==> src/logic/inmux_pkg.sv <==
/*
 * Definitions shared by the input mux, the interrupt bits and the testbench.
 * Import with a wildcard inside a module body, or use scoped names in headers.
 */
package inmux_pkg;

   // ==================================================
   // Widths
   // ==================================================

   localparam int DATA_W = 32; // Bus and datapath width

   // ==================================================
   // Region select on adr[29:27]
   // ==================================================

   // Low half reads the external input port
   // Upper half reads the machine interrupt registers
   typedef enum logic [2:0] {
      IO0     = 3'b000,
      IO1     = 3'b001,
      IO2     = 3'b010,
      IO3     = 3'b011,
      MIP_ALT = 3'b100, // Spare code, decodes as MIP
      MIP     = 3'b101,
      MIE     = 3'b110,
      MSTATUS = 3'b111
   } sysreg_sel_e;

   // ==================================================
   // Bit positions in MIP, MIE and MSTATUS
   // ==================================================

   localparam int BIT_SW     = 3;  // Software irq, mie in MSTATUS
   localparam int BIT_TIMER  = 7;  // Timer irq, mpie in MSTATUS
   localparam int BIT_EXT    = 11; // External irq
   localparam int BIT_TICK   = 16; // Time increment event
   localparam int BIT_RETIRE = 17; // Instruction retired event

   // Bits 11 and 12 of MSTATUS always read as one
   // (MPP fixed to machine mode)
   localparam logic [DATA_W-1:0] MSTATUS_FIXED = 32'h0000_1800;

endpackage

==> src/logic/irq_csr_bits.sv <==
/*
 * Machine interrupt state behind MIP, MIE and MSTATUS.
 * Takes write-backs already acknowledged by the input mux, latches tick and
 * retire events and produces a registered interrupt request.
 */
`timescale 1ns/1ps

module irq_csr_bits (
   input  logic                       clk,
   input  logic                       reset,
   input  logic                       sysregack,    // Access to a system register
   input  logic                       we,           // Write strobe
   input  logic [1:0]                 adr,          // adr[28:27] of the core
   input  logic [inmux_pkg::DATA_W-1:0] wdat,       // Write data
   input  logic                       irq_ext,      // External interrupt level
   input  logic                       irq_timer,    // Timer interrupt level
   input  logic                       tick_pulse,   // One-cycle time increment event
   input  logic                       retire_pulse, // One-cycle retire event
   output logic                       mie,          // MSTATUS global enable
   output logic                       mpie,         // MSTATUS previous enable
   output logic                       msie,
   output logic                       mtie,
   output logic                       meie,
   output logic                       mtimeincie,
   output logic                       mrinstretie,
   output logic                       msip,
   output logic                       mtip,
   output logic                       meip,
   output logic                       mtimeincip,
   output logic                       mrinstretip,
   output logic                       irq_pending   // Registered request to the core
);
   import inmux_pkg::*;

   sysreg_sel_e wsel;    // Register targeted by the write
   logic        wr_en;   // Acknowledged write
   logic        mip_wr;  // Write to MIP or its alias
   logic        any_pend;

   // Only codes 1xx give sysregack, so bit 29 is implied
   assign wsel   = sysreg_sel_e'({1'b1, adr});
   assign wr_en  = sysregack & we;
   assign mip_wr = wr_en & ((wsel == MIP) | (wsel == MIP_ALT));

   // Pending and enabled, per source
   assign any_pend = (msip        & msie)
                   | (mtip        & mtie)
                   | (meip        & meie)
                   | (mtimeincip  & mtimeincie)
                   | (mrinstretip & mrinstretie);

   // ==================================================
   // Register state
   // ==================================================

   always_ff @(posedge clk) begin
      if (reset) begin
         mie         <= 1'b0;
         mpie        <= 1'b0;
         msie        <= 1'b0;
         mtie        <= 1'b0;
         meie        <= 1'b0;
         mtimeincie  <= 1'b0;
         mrinstretie <= 1'b0;
         msip        <= 1'b0;
         mtip        <= 1'b0;
         meip        <= 1'b0;
         mtimeincip  <= 1'b0;
         mrinstretip <= 1'b0;
         irq_pending <= 1'b0;
      end else begin
         mtip <= irq_timer; // Level sources, writes ignored
         meip <= irq_ext;

         if (wr_en) begin
            case (wsel)
               MIP_ALT, MIP: msip <= wdat[BIT_SW];
               MIE: begin
                  msie        <= wdat[BIT_SW];
                  mtie        <= wdat[BIT_TIMER];
                  meie        <= wdat[BIT_EXT];
                  mtimeincie  <= wdat[BIT_TICK];
                  mrinstretie <= wdat[BIT_RETIRE];
               end
               MSTATUS: begin
                  mie  <= wdat[BIT_SW];
                  mpie <= wdat[BIT_TIMER];
               end
               default: ; // IO codes never reach here
            endcase
         end

         // Event bits are set by hardware, cleared by writing zero
         if (tick_pulse)
            mtimeincip <= 1'b1; // Set wins over clear
         else if (mip_wr && !wdat[BIT_TICK])
            mtimeincip <= 1'b0;

         if (retire_pulse)
            mrinstretip <= 1'b1;
         else if (mip_wr && !wdat[BIT_RETIRE])
            mrinstretip <= 1'b0;

         irq_pending <= mie & any_pend; // One cycle behind the bits
      end
   end

endmodule

==> src/logic/data_sram.sv <==
/*
 * Small synchronous word SRAM on the core bus.
 * A strobe sampled at one edge gives the read word and the acknowledge in
 * the following cycle. Writes take effect at the strobe edge.
 */
`timescale 1ns/1ps

module data_sram #(
   parameter int SRAM_ADR_W = 6 // Word address bits from 4 to 10
) (
   input  logic                         clk,
   input  logic                         reset,
   input  logic                         sram_stb, // Access request
   input  logic                         we,       // Write when strobed
   input  logic [SRAM_ADR_W-1:0]        adr,      // Word address
   input  logic [inmux_pkg::DATA_W-1:0] wdat,     // Write data
   output logic [inmux_pkg::DATA_W-1:0] dsram,    // Read word valid with sram_ack
   output logic                         sram_ack  // One cycle after sram_stb
);

   localparam int DEPTH = 2 ** SRAM_ADR_W;

   // ==================================================
   // Storage
   // ==================================================

   logic [inmux_pkg::DATA_W-1:0] mem [DEPTH]; // Infers block RAM

   // Memory contents survive reset
   always_ff @(posedge clk) begin
      if (sram_stb && we)
         mem[adr] <= wdat;
   end

   // Read port is registered and returns the old word on a write
   always_ff @(posedge clk) begin
      if (reset)
         dsram <= '0; // rdee loads this word while stb is low
      else if (sram_stb)
         dsram <= mem[adr]; // Held until the next strobe
   end

   // ==================================================
   // Acknowledge
   // ==================================================

   // Fixed latency without wait states
   always_ff @(posedge clk) begin
      if (reset)
         sram_ack <= 1'b0;
      else
         sram_ack <= sram_stb;
   end

endmodule

==> src/logic/input_mux.sv <==
/*
 * Input mux of the core datapath. Chooses between the operand RAM word,
 * the registered read data and the right-shifted address. Also decodes the
 * system-register region, acknowledges it and registers the read word.
 */
`timescale 1ns/1ps

module input_mux #(
   parameter int IWIDTH = 8 // External input width, 1 to 32
) (
   input  logic                         clk,
   input  logic                         reset,
   input  logic [inmux_pkg::DATA_W-1:0] dat_o,    // Operand RAM output
   input  logic [IWIDTH-1:0]            dat_i,    // External input port
   input  logic [inmux_pkg::DATA_W-1:0] dsram,    // SRAM read word
   input  logic [inmux_pkg::DATA_W-1:0] adr,      // Bus address
   input  logic                         sra_msb,  // Msb for the shifted address
   input  logic                         sa00,     // Sequencer select
   input  logic                         stb,      // Bus strobe for IO and sysregs
   input  logic                         sram_ack, // SRAM acknowledge
   input  logic                         io_ack,   // External bus acknowledge
   input  logic                         mie,
   input  logic                         mpie,
   input  logic                         msie,
   input  logic                         mtie,
   input  logic                         meie,
   input  logic                         mtimeincie,
   input  logic                         mrinstretie,
   input  logic                         msip,
   input  logic                         mtip,
   input  logic                         meip,
   input  logic                         mtimeincip,
   input  logic                         mrinstretip,
   output logic                         sysregack, // MIP/MIE/MSTATUS access
   output logic [inmux_pkg::DATA_W-1:0] di,        // Into the datapath
   output logic [inmux_pkg::DATA_W-1:0] rdee       // Registered read data
);
   import inmux_pkg::*;

   logic [DATA_W-1:0] ext_in;      // dat_i zero-extended
   logic [DATA_W-1:0] mip_word;
   logic [DATA_W-1:0] mie_word;
   logic [DATA_W-1:0] mstatus_word;
   logic [DATA_W-1:0] theio;       // Selected IO or sysreg word
   logic [DATA_W-1:0] sh_adr;      // Address shifted right by one
   logic              sys_hit;     // Region is a system register
   logic              sa00mod;     // Registered di select
   sysreg_sel_e       sel;

   // ==================================================
   // Register images
   // ==================================================

   always_comb begin
      ext_in              = '0;
      ext_in[IWIDTH-1:0]  = dat_i;

      mip_word             = '0;
      mip_word[BIT_SW]     = msip;
      mip_word[BIT_TIMER]  = mtip;
      mip_word[BIT_EXT]    = meip;
      mip_word[BIT_TICK]   = mtimeincip;
      mip_word[BIT_RETIRE] = mrinstretip;

      mie_word             = '0;
      mie_word[BIT_SW]     = msie;
      mie_word[BIT_TIMER]  = mtie;
      mie_word[BIT_EXT]    = meie;
      mie_word[BIT_TICK]   = mtimeincie;
      mie_word[BIT_RETIRE] = mrinstretie;

      mstatus_word            = MSTATUS_FIXED; // MPP reads as machine mode
      mstatus_word[BIT_SW]    = mie;
      mstatus_word[BIT_TIMER] = mpie;
   end

   // ==================================================
   // Region decode
   // ==================================================

   assign sel = sysreg_sel_e'(adr[29:27]);

   always_comb begin
      case (sel)
         IO0, IO1, IO2, IO3: begin
            theio   = ext_in;
            sys_hit = 1'b0;
         end
         MIP_ALT, MIP: begin
            theio   = mip_word; // Spare code aliases MIP
            sys_hit = 1'b1;
         end
         MIE: begin
            theio   = mie_word;
            sys_hit = 1'b1;
         end
         default: begin
            theio   = mstatus_word; // MSTATUS
            sys_hit = 1'b1;
         end
      endcase
   end

   assign sysregack = stb & sys_hit; // Same-cycle ack, no wait state

   // ==================================================
   // Registered read data and select
   // ==================================================

   always_ff @(posedge clk) begin
      if (reset) begin
         rdee    <= '0;
         sa00mod <= 1'b0;
      end else begin
         rdee    <= stb ? theio : dsram; // SRAM word when no bus strobe
         sa00mod <= io_ack | sysregack | sram_ack | sa00;
      end
   end

   // Bitwise merge, dat_o picks rdee where set and shifted address where clear
   assign sh_adr = {sra_msb, adr[DATA_W-1:1]};
   assign di     = sa00mod ? ((dat_o & rdee) | (~dat_o & sh_adr)) : dat_o;

endmodule

==> src/logic/inmux_top.sv <==
/*
 * Data-input side of the core. Connects the SRAM, the interrupt bits and
 * the input mux. Sequencer and operand RAM signals come in as plain ports.
 */
`timescale 1ns/1ps

module inmux_top #(
   parameter int IWIDTH     = 8, // External input width
   parameter int SRAM_ADR_W = 6  // SRAM word address bits
) (
   input  logic                         clk,
   input  logic                         reset,
   input  logic [inmux_pkg::DATA_W-1:0] dat_o,        // Operand RAM output
   input  logic [IWIDTH-1:0]            dat_i,        // External input port
   input  logic [inmux_pkg::DATA_W-1:0] adr,          // Byte address
   input  logic                         sra_msb,
   input  logic                         sa00,
   input  logic                         stb,          // IO and sysreg strobe
   input  logic                         sram_stb,     // SRAM strobe
   input  logic                         we,
   input  logic [inmux_pkg::DATA_W-1:0] wdat,
   input  logic                         io_ack,
   input  logic                         irq_ext,
   input  logic                         irq_timer,
   input  logic                         tick_pulse,
   input  logic                         retire_pulse,
   output logic [inmux_pkg::DATA_W-1:0] di,
   output logic [inmux_pkg::DATA_W-1:0] rdee,
   output logic                         sysregack,
   output logic                         sram_ack,
   output logic                         irq_pending
);

   logic [inmux_pkg::DATA_W-1:0] dsram;
   // Interrupt bits between irq_csr_bits and input_mux
   logic mie, mpie;
   logic msie, mtie, meie, mtimeincie, mrinstretie;
   logic msip, mtip, meip, mtimeincip, mrinstretip;

   // ==================================================
   // SRAM, word addressed from adr[SRAM_ADR_W+1:2]
   // ==================================================

   data_sram #(
      .SRAM_ADR_W (SRAM_ADR_W)
   ) u_data_sram (
      .clk      (clk),
      .reset    (reset),
      .sram_stb (sram_stb),
      .we       (we),
      .adr      (adr[SRAM_ADR_W+1:2]),
      .wdat     (wdat),
      .dsram    (dsram),
      .sram_ack (sram_ack)
   );

   irq_csr_bits u_irq_csr_bits (
      .clk          (clk),
      .reset        (reset),
      .sysregack    (sysregack),   // Write only after the mux acks
      .we           (we),
      .adr          (adr[28:27]),
      .wdat         (wdat),
      .irq_ext      (irq_ext),
      .irq_timer    (irq_timer),
      .tick_pulse   (tick_pulse),
      .retire_pulse (retire_pulse),
      .mie          (mie),
      .mpie         (mpie),
      .msie         (msie),
      .mtie         (mtie),
      .meie         (meie),
      .mtimeincie   (mtimeincie),
      .mrinstretie  (mrinstretie),
      .msip         (msip),
      .mtip         (mtip),
      .meip         (meip),
      .mtimeincip   (mtimeincip),
      .mrinstretip  (mrinstretip),
      .irq_pending  (irq_pending)
   );

   input_mux #(
      .IWIDTH (IWIDTH)
   ) u_input_mux (
      .clk         (clk),
      .reset       (reset),
      .dat_o       (dat_o),
      .dat_i       (dat_i),
      .dsram       (dsram),
      .adr         (adr),
      .sra_msb     (sra_msb),
      .sa00        (sa00),
      .stb         (stb),
      .sram_ack    (sram_ack),
      .io_ack      (io_ack),
      .mie         (mie),
      .mpie        (mpie),
      .msie        (msie),
      .mtie        (mtie),
      .meie        (meie),
      .mtimeincie  (mtimeincie),
      .mrinstretie (mrinstretie),
      .msip        (msip),
      .mtip        (mtip),
      .meip        (meip),
      .mtimeincip  (mtimeincip),
      .mrinstretip (mrinstretip),
      .sysregack   (sysregack),
      .di          (di),
      .rdee        (rdee)
   );

endmodule

==> config.mk <==
export PLATFORM = sky130hd
export DESIGN_NAME = inmux_top
export DESIGN_NICKNAME = d
export VERILOG_FILES = /design/src/logic/inmux_pkg.sv /design/src/logic/irq_csr_bits.sv /design/src/logic/data_sram.sv /design/src/logic/input_mux.sv /design/src/logic/inmux_top.sv
export SDC_FILE = /design/constraint.sdc
export NUM_CORES = 2
export LEC_CHECK = 0
export BUFFER_PORTS_ARGS = -buffer_cell sky130_fd_sc_hd__buf_2
export CORE_AREA = 2 2 365 458
export CTS_BUF_LIST = sky130_fd_sc_hd__clkbuf_8
export DETAILED_ROUTE_END_ITERATION = 10
export DIE_AREA = 0 0 367 460
export GPL_ROUTABILITY_DRIVEN = 0
export PLACE_DENSITY = 0.64
export SLEW_MARGIN = 40
export SYNTH_ARGS = -nofsm -noshare
export SYNTH_HDL_FRONTEND = slang
export SYNTH_SLANG_ARGS = --single-unit
export TNS_END_PERCENT = 100
==> constraint.sdc <==
create_clock -name clk -period 3.35 [get_ports clk]
set_clock_uncertainty 0.2 [all_clocks]
set_input_delay 0.335 -clock clk [delete_from_list [all_inputs] [get_ports clk]]
set_output_delay 0.335 -clock clk [all_outputs]
set_load 0.05 [all_outputs]
Yosys cells after proc, flatten, opt, wreduce, memory -nomap -nowiden
Memory sizes are Yosys's and may differ from the RTL's. A register that Yosys moved wholly into a read port is not among the register bits. Index checks and enable logic that the tools add are counted.

Flip-flop bits (word level): 47. Memory bits (writable): 2048. Memories: 1.

Equal/unequal tests: 9. Multiplexer cells: 10. Bitwise logic cells: 21. Reduce and logical (&&, ||, !) cells: 15.

Memories: u_data_sram.mem (depth 64, bits a word 32, read ports 1, clocked after Yosys merged registers in 1, wr ports 1, RTL line data_sram.sv:27) `logic [inmux_pkg::DATA_W-1:0] mem [DEPTH];`.

Operators with widths (number): 32-bit bitwise AND (2); 32-bit two-way mux (2); 18-bit case mux with 3 select lines (1); 32-bit NOT (1); 32-bit OR (1); 1-bit bitwise AND (9); 3-bit == test, second input constant (3); 1-bit OR (8); 1-bit two-way mux (7); 3-bit by 2-bit == test with 1-bit output, second input constant (2); 2-bit AND reduction (3); 2-bit == test, second input constant (2); 2-bit nonzero test (2); 2-bit OR reduction (2); 4-bit OR reduction (1); 3-bit by 1-bit == test with 1-bit output, second input constant (1); 1-bit logical AND (3); 3-bit logical NOT (1); 2-bit by 1-bit == test with 1-bit output, second input constant (1); 1-bit logical NOT (2); 2-bit logical NOT (1).

Depth between registers and ports, before layout
Depth after elaboration: 9. Gate-level depth with buffers: 11. Depth with buffers taken out: 6.

By module
From an unflattened synthesis, not the netlist that was laid out.

Cell total of the unflattened synthesis: 4687. Area, all modules: 82100.0 µm².

By module, submodules not included: data_sram (times used 1, cells an instance 4426, area an instance 79945.4 µm²); input_mux (times used 1, cells an instance 215, area an instance 1670.4 µm²); irq_csr_bits (times used 1, cells an instance 46, area an instance 484.2 µm²).

Worst setup path after synthesis
OpenSTA, ideal clock, no wires.

Kind: input -> register. Start: input port adr[2] in the netlist's numbering. End: memory u_data_sram.mem[49][0] in the netlist's numbering, enable pin. Library setup time: 0.421 ns. Arrival: 2.997 ns. Required time: 2.729 ns. Setup slack: -0.268 ns. Cell stages on the path: 8. Path buffers: 6. Cells stage by stage: buf_4 > buf_4 > buf_6 > buf_4 > buf_4 > buf_2 > nand3_1 > nor2_1.

RTL lines: start, declared (RTL line inmux_top.sv:15) `input logic [inmux_pkg::DATA_W-1:0] adr,`; end, declared (RTL line data_sram.sv:27).

Straight into the memory's write port.

Final worst setup path
Start: register u_input_mux.sa00mod. End: output port di[31] in the netlist's numbering.

Word-level cells in the longest chain between the ends: 1.

RTL lines: start, declared (RTL line input_mux.sv:47) `logic sa00mod;`; start signal, assigned (RTL line input_mux.sv:116) `sa00mod <= io_ack | sysregack | sram_ack | sa00;`; 32-bit two-way mux (RTL line input_mux.sv:122) `assign di = sa00mod ? ((dat_o & rdee) | (~dat_o & sh_adr)) : dat_o;`; end, declared (RTL line inmux_top.sv:27) `output logic [inmux_pkg::DATA_W-1:0] di,`.

No other way between the ends.

==> run metrics <==
status completed; # setup viols final 0; unrepaired setup endpoints after global routing false; met2 wire length 128000 microns; ys flop type edfxtp_1; Die ar. ~0.17 sq mm; Syn Inst Count 4464; Post-synth top cells edfxtp_1, a221oi_1, nor2_1; Post-Synthesis Net Count 4580; vias after detailed routing 50549; first-pass GRT wire length 379000 microns; Sum Neg Setup Slack 0 ps; Die Y 460 microns; DRC Markers 0; row cnt 167; uppermost layer routed met5; vias in the first global route around 49000; Max clock buf depth 4; post-synthesis register bit count 2127; wire length on met3 roughly 31000 microns; crit start category flip-flop; # IOs 183; Final Instance Area 0.0973 sq mm; DRT antenna net count 0; Sequential Power Share 54.8%; Post-Syn Area per Cell 18.3 sq um; sw power around 13000 uW; largest net degree at the start of global routing 65; later-pin clock latency in the skew report roughly 1100 ps; Die W 367 microns; Congestion Overflow GR 0; GRT Total Usage 32.4%; Syn-to-layout area delta 18.9%; leading area contributor after synthesis edfxtp_1; DP Area 0.0904 sq mm; fin. max-slew vios 0; post-synthesis async set-or-reset flop share 0%; Iter 0 DRT Violations 7037; top-count cell post-synth edfxtp_1; H-tree levels 5; final layout net count 5443; synth warn 0; initial antenna violation count 23; worst-path maximum fanout 50; synth unique cells 71; wire per inst 35.5 microns; Core ar. 0.165 sq mm; Post-synth EDFFs between 2000 and 2500; port bufs 181; Reg2Reg Depth 9; share of cells above drive strength 1 28.4%; WP data required 2810 ps; P_int between 40000 and 50000 uW; CTS Buf Count around 320; register area share after synthesis 77.1%; Final Hold Slack 55.5 ps; Switching Share 23.7%; Routed WL 276000 microns; vias per cell 6.51; # clock sinks ~2100; crit path kind reg2out; clk slew on worst S/H paths ~60 ps; hold path cells 4; DR pass1 iterations 6; Yosys top cell area share between 70% and 80%; Starting Density 49.7%; min-delay worst type in2reg; Fin. Hold Viols 0; CTS tree built; Max VDD drop 0.420 mV; Metal-1 WL 95200 microns; Final Critical Period 3260 ps; Fmax 307 MHz; Post-CTS Setup Bufs 0; Post-Synthesis Cell Area 0.0818 sq mm; PD cells ~550 mW/mm^2; Slew headroom 32.2%; clock share of power 37.6%; CTS Root Cell clkbuf_8; HPWL Detailed 178000 microns; Final Core Density just under 60%; PnR Total Power around 54000 uW; CP Capture Type primary output; WP data arrival approximately 2700 ps; Comb power frac around 7.6%; Max Cap Violations 0; leak pwr 0.0326 uW; top cells by area, synth edfxtp_1, mux4_2, mux2i_1; final clock period utilization by the worst path 97.2%; Slew @ Worst Pin roughly 1000 ps
worst paths after layout:
| kind | start | slack, ps | end |
|---|---|---|---|
| worst max-delay path | u_input_mux.sa00mod$_SDFF_PP0_ | 90 | di[31] |
| worst min-delay path | dat_i[3] | 60 | u_input_mux.rdee[3]$_SDFF_PP0_ |
| worst max register to register | u_data_sram.mem[8][11]$_DFFE_PP_ | 410 | u_data_sram.dsram[11]$_SDFFE_PP0P_ |
| worst min register to register | u_irq_csr_bits.mie$_SDFFE_PP0P_ | 300 | u_irq_csr_bits.mie$_SDFFE_PP0P_ |
sequential cells by signal (all words and copies together) (netlist names):
| name | cells |
|---|---|
| u_irq_csr_bits.mie | 1 |
| u_irq_csr_bits.mtimeincie | 1 |
| u_irq_csr_bits.mtimeincip | 1 |
| u_irq_csr_bits.mrinstretip | 1 |
| u_irq_csr_bits.meie | 1 |
| u_irq_csr_bits.mtip | 1 |
| u_irq_csr_bits.mtie | 1 |
| u_input_mux.sa00mod | 1 |
| u_irq_csr_bits.mrinstretie | 1 |
| u_irq_csr_bits.mpie | 1 |
| u_irq_csr_bits.msie | 1 |
| u_data_sram.sram_ack | 1 |
| u_irq_csr_bits.meip | 1 |
| u_irq_csr_bits.msip | 1 |
| u_irq_csr_bits.irq_pending | 1 |
| u_data_sram.mem | 2048 |
| u_data_sram.dsram | 32 |
| u_input_mux.rdee | 32 |
power by group through the flow:
stage | combinational [uW] | sequential [uW] | clock [uW]
after global routing | 4190 | 29400 | 21400
after floorplan | 1670 | 29900 | 0
after detailed placement | 3890 | 30000 | 0
after CTS | 3990 | 29400 | 20400
final | 4100 | 29400 | 20200
after global placement | 3840 | 30000 | 0
final cells by class:
type	instances	area, sq um
diodes	12	30.0
clock inverters	219	1250
flip-flops and latches	2127	63100
well taps	2197	2750
repair buffers	848	7850
multi-input cells	1985	17500
inverters	41	161
fillers	12216	67400
clock buffers	338	4650
what timing repair did:
action | CTS | global route
hold buffers | 91 | 0
endpoints found under the hold margin | 2050 | 0
endpoints found under the setup margin | 2 | 0
gates resized for setup | 1 | 0
cells in the final DEF, fill, tap and decap left out, types with 25 or more instances in the layout:
| cell type | netlist | layout |
|---|---|---|
| a31oi_1 | 52 | 52 |
| clkinv_1 | 0 | 47 |
| edfxtp_1 | 2048 | 2048 |
| nor2_4 | 0 | 67 |
| a22oi_1 | 123 | 123 |
| mux2i_1 | 229 | 229 |
| o22ai_1 | 103 | 102 |
| dlygate4sd3_1 | 0 | 91 |
| clkinv_2 | 0 | 39 |
| nor2_1 | 231 | 163 |
| buf_12 | 1 | 131 |
| a221oi_1 | 238 | 238 |
| nand2_1 | 119 | 118 |
| dfxtp_1 | 79 | 78 |
| buf_2 | 132 | 167 |
| mux2_2 | 146 | 146 |
| clkbuf_8 | 0 | 338 |
| nand3_1 | 30 | 30 |
| o21ai_0 | 110 | 109 |
| a21oi_1 | 141 | 141 |
| and2_1 | 28 | 25 |
| inv_1 | 40 | 148 |
| buf_4 | 32 | 454 |
| mux4_2 | 175 | 175 |
per-layer routing:
layer	up-vias	global-route usage, %
met5	-	0
met4	12	21.3
met3	811	7.94
met2	3686	51.0
met1	25859	40.0
li1	20181	-
critical path, stage by stage, from the launching register on:
cell and delay [ps]:
dfxtp_4 650, a21oi_1 110, a31oi_1 500, buf_2 380
per-stage QoR:
stage	worst slack (ps)	std cells
2_1_floorplan	-268	4464
4_1_cts	157	7753
6_report	93.2	7767
3_5_place_dp	-59.3	7105
5_1_grt	57.0	7758
3_3_place_gp	-303	7105
cells by family (layout without fill, tap and decap cells):
logic type,after synthesis,after routing,synth area share (%)
AO/OA/AOI/OAI,955,955,8.43
buffers and inverters,352,1446,2.19
flip-flops,2127,2127,77.1
multiplexers,552,552,9.69
other,0,12,0
AND/OR/NAND/NOR,478,478,2.58
(Power assumes the default switching activity.)
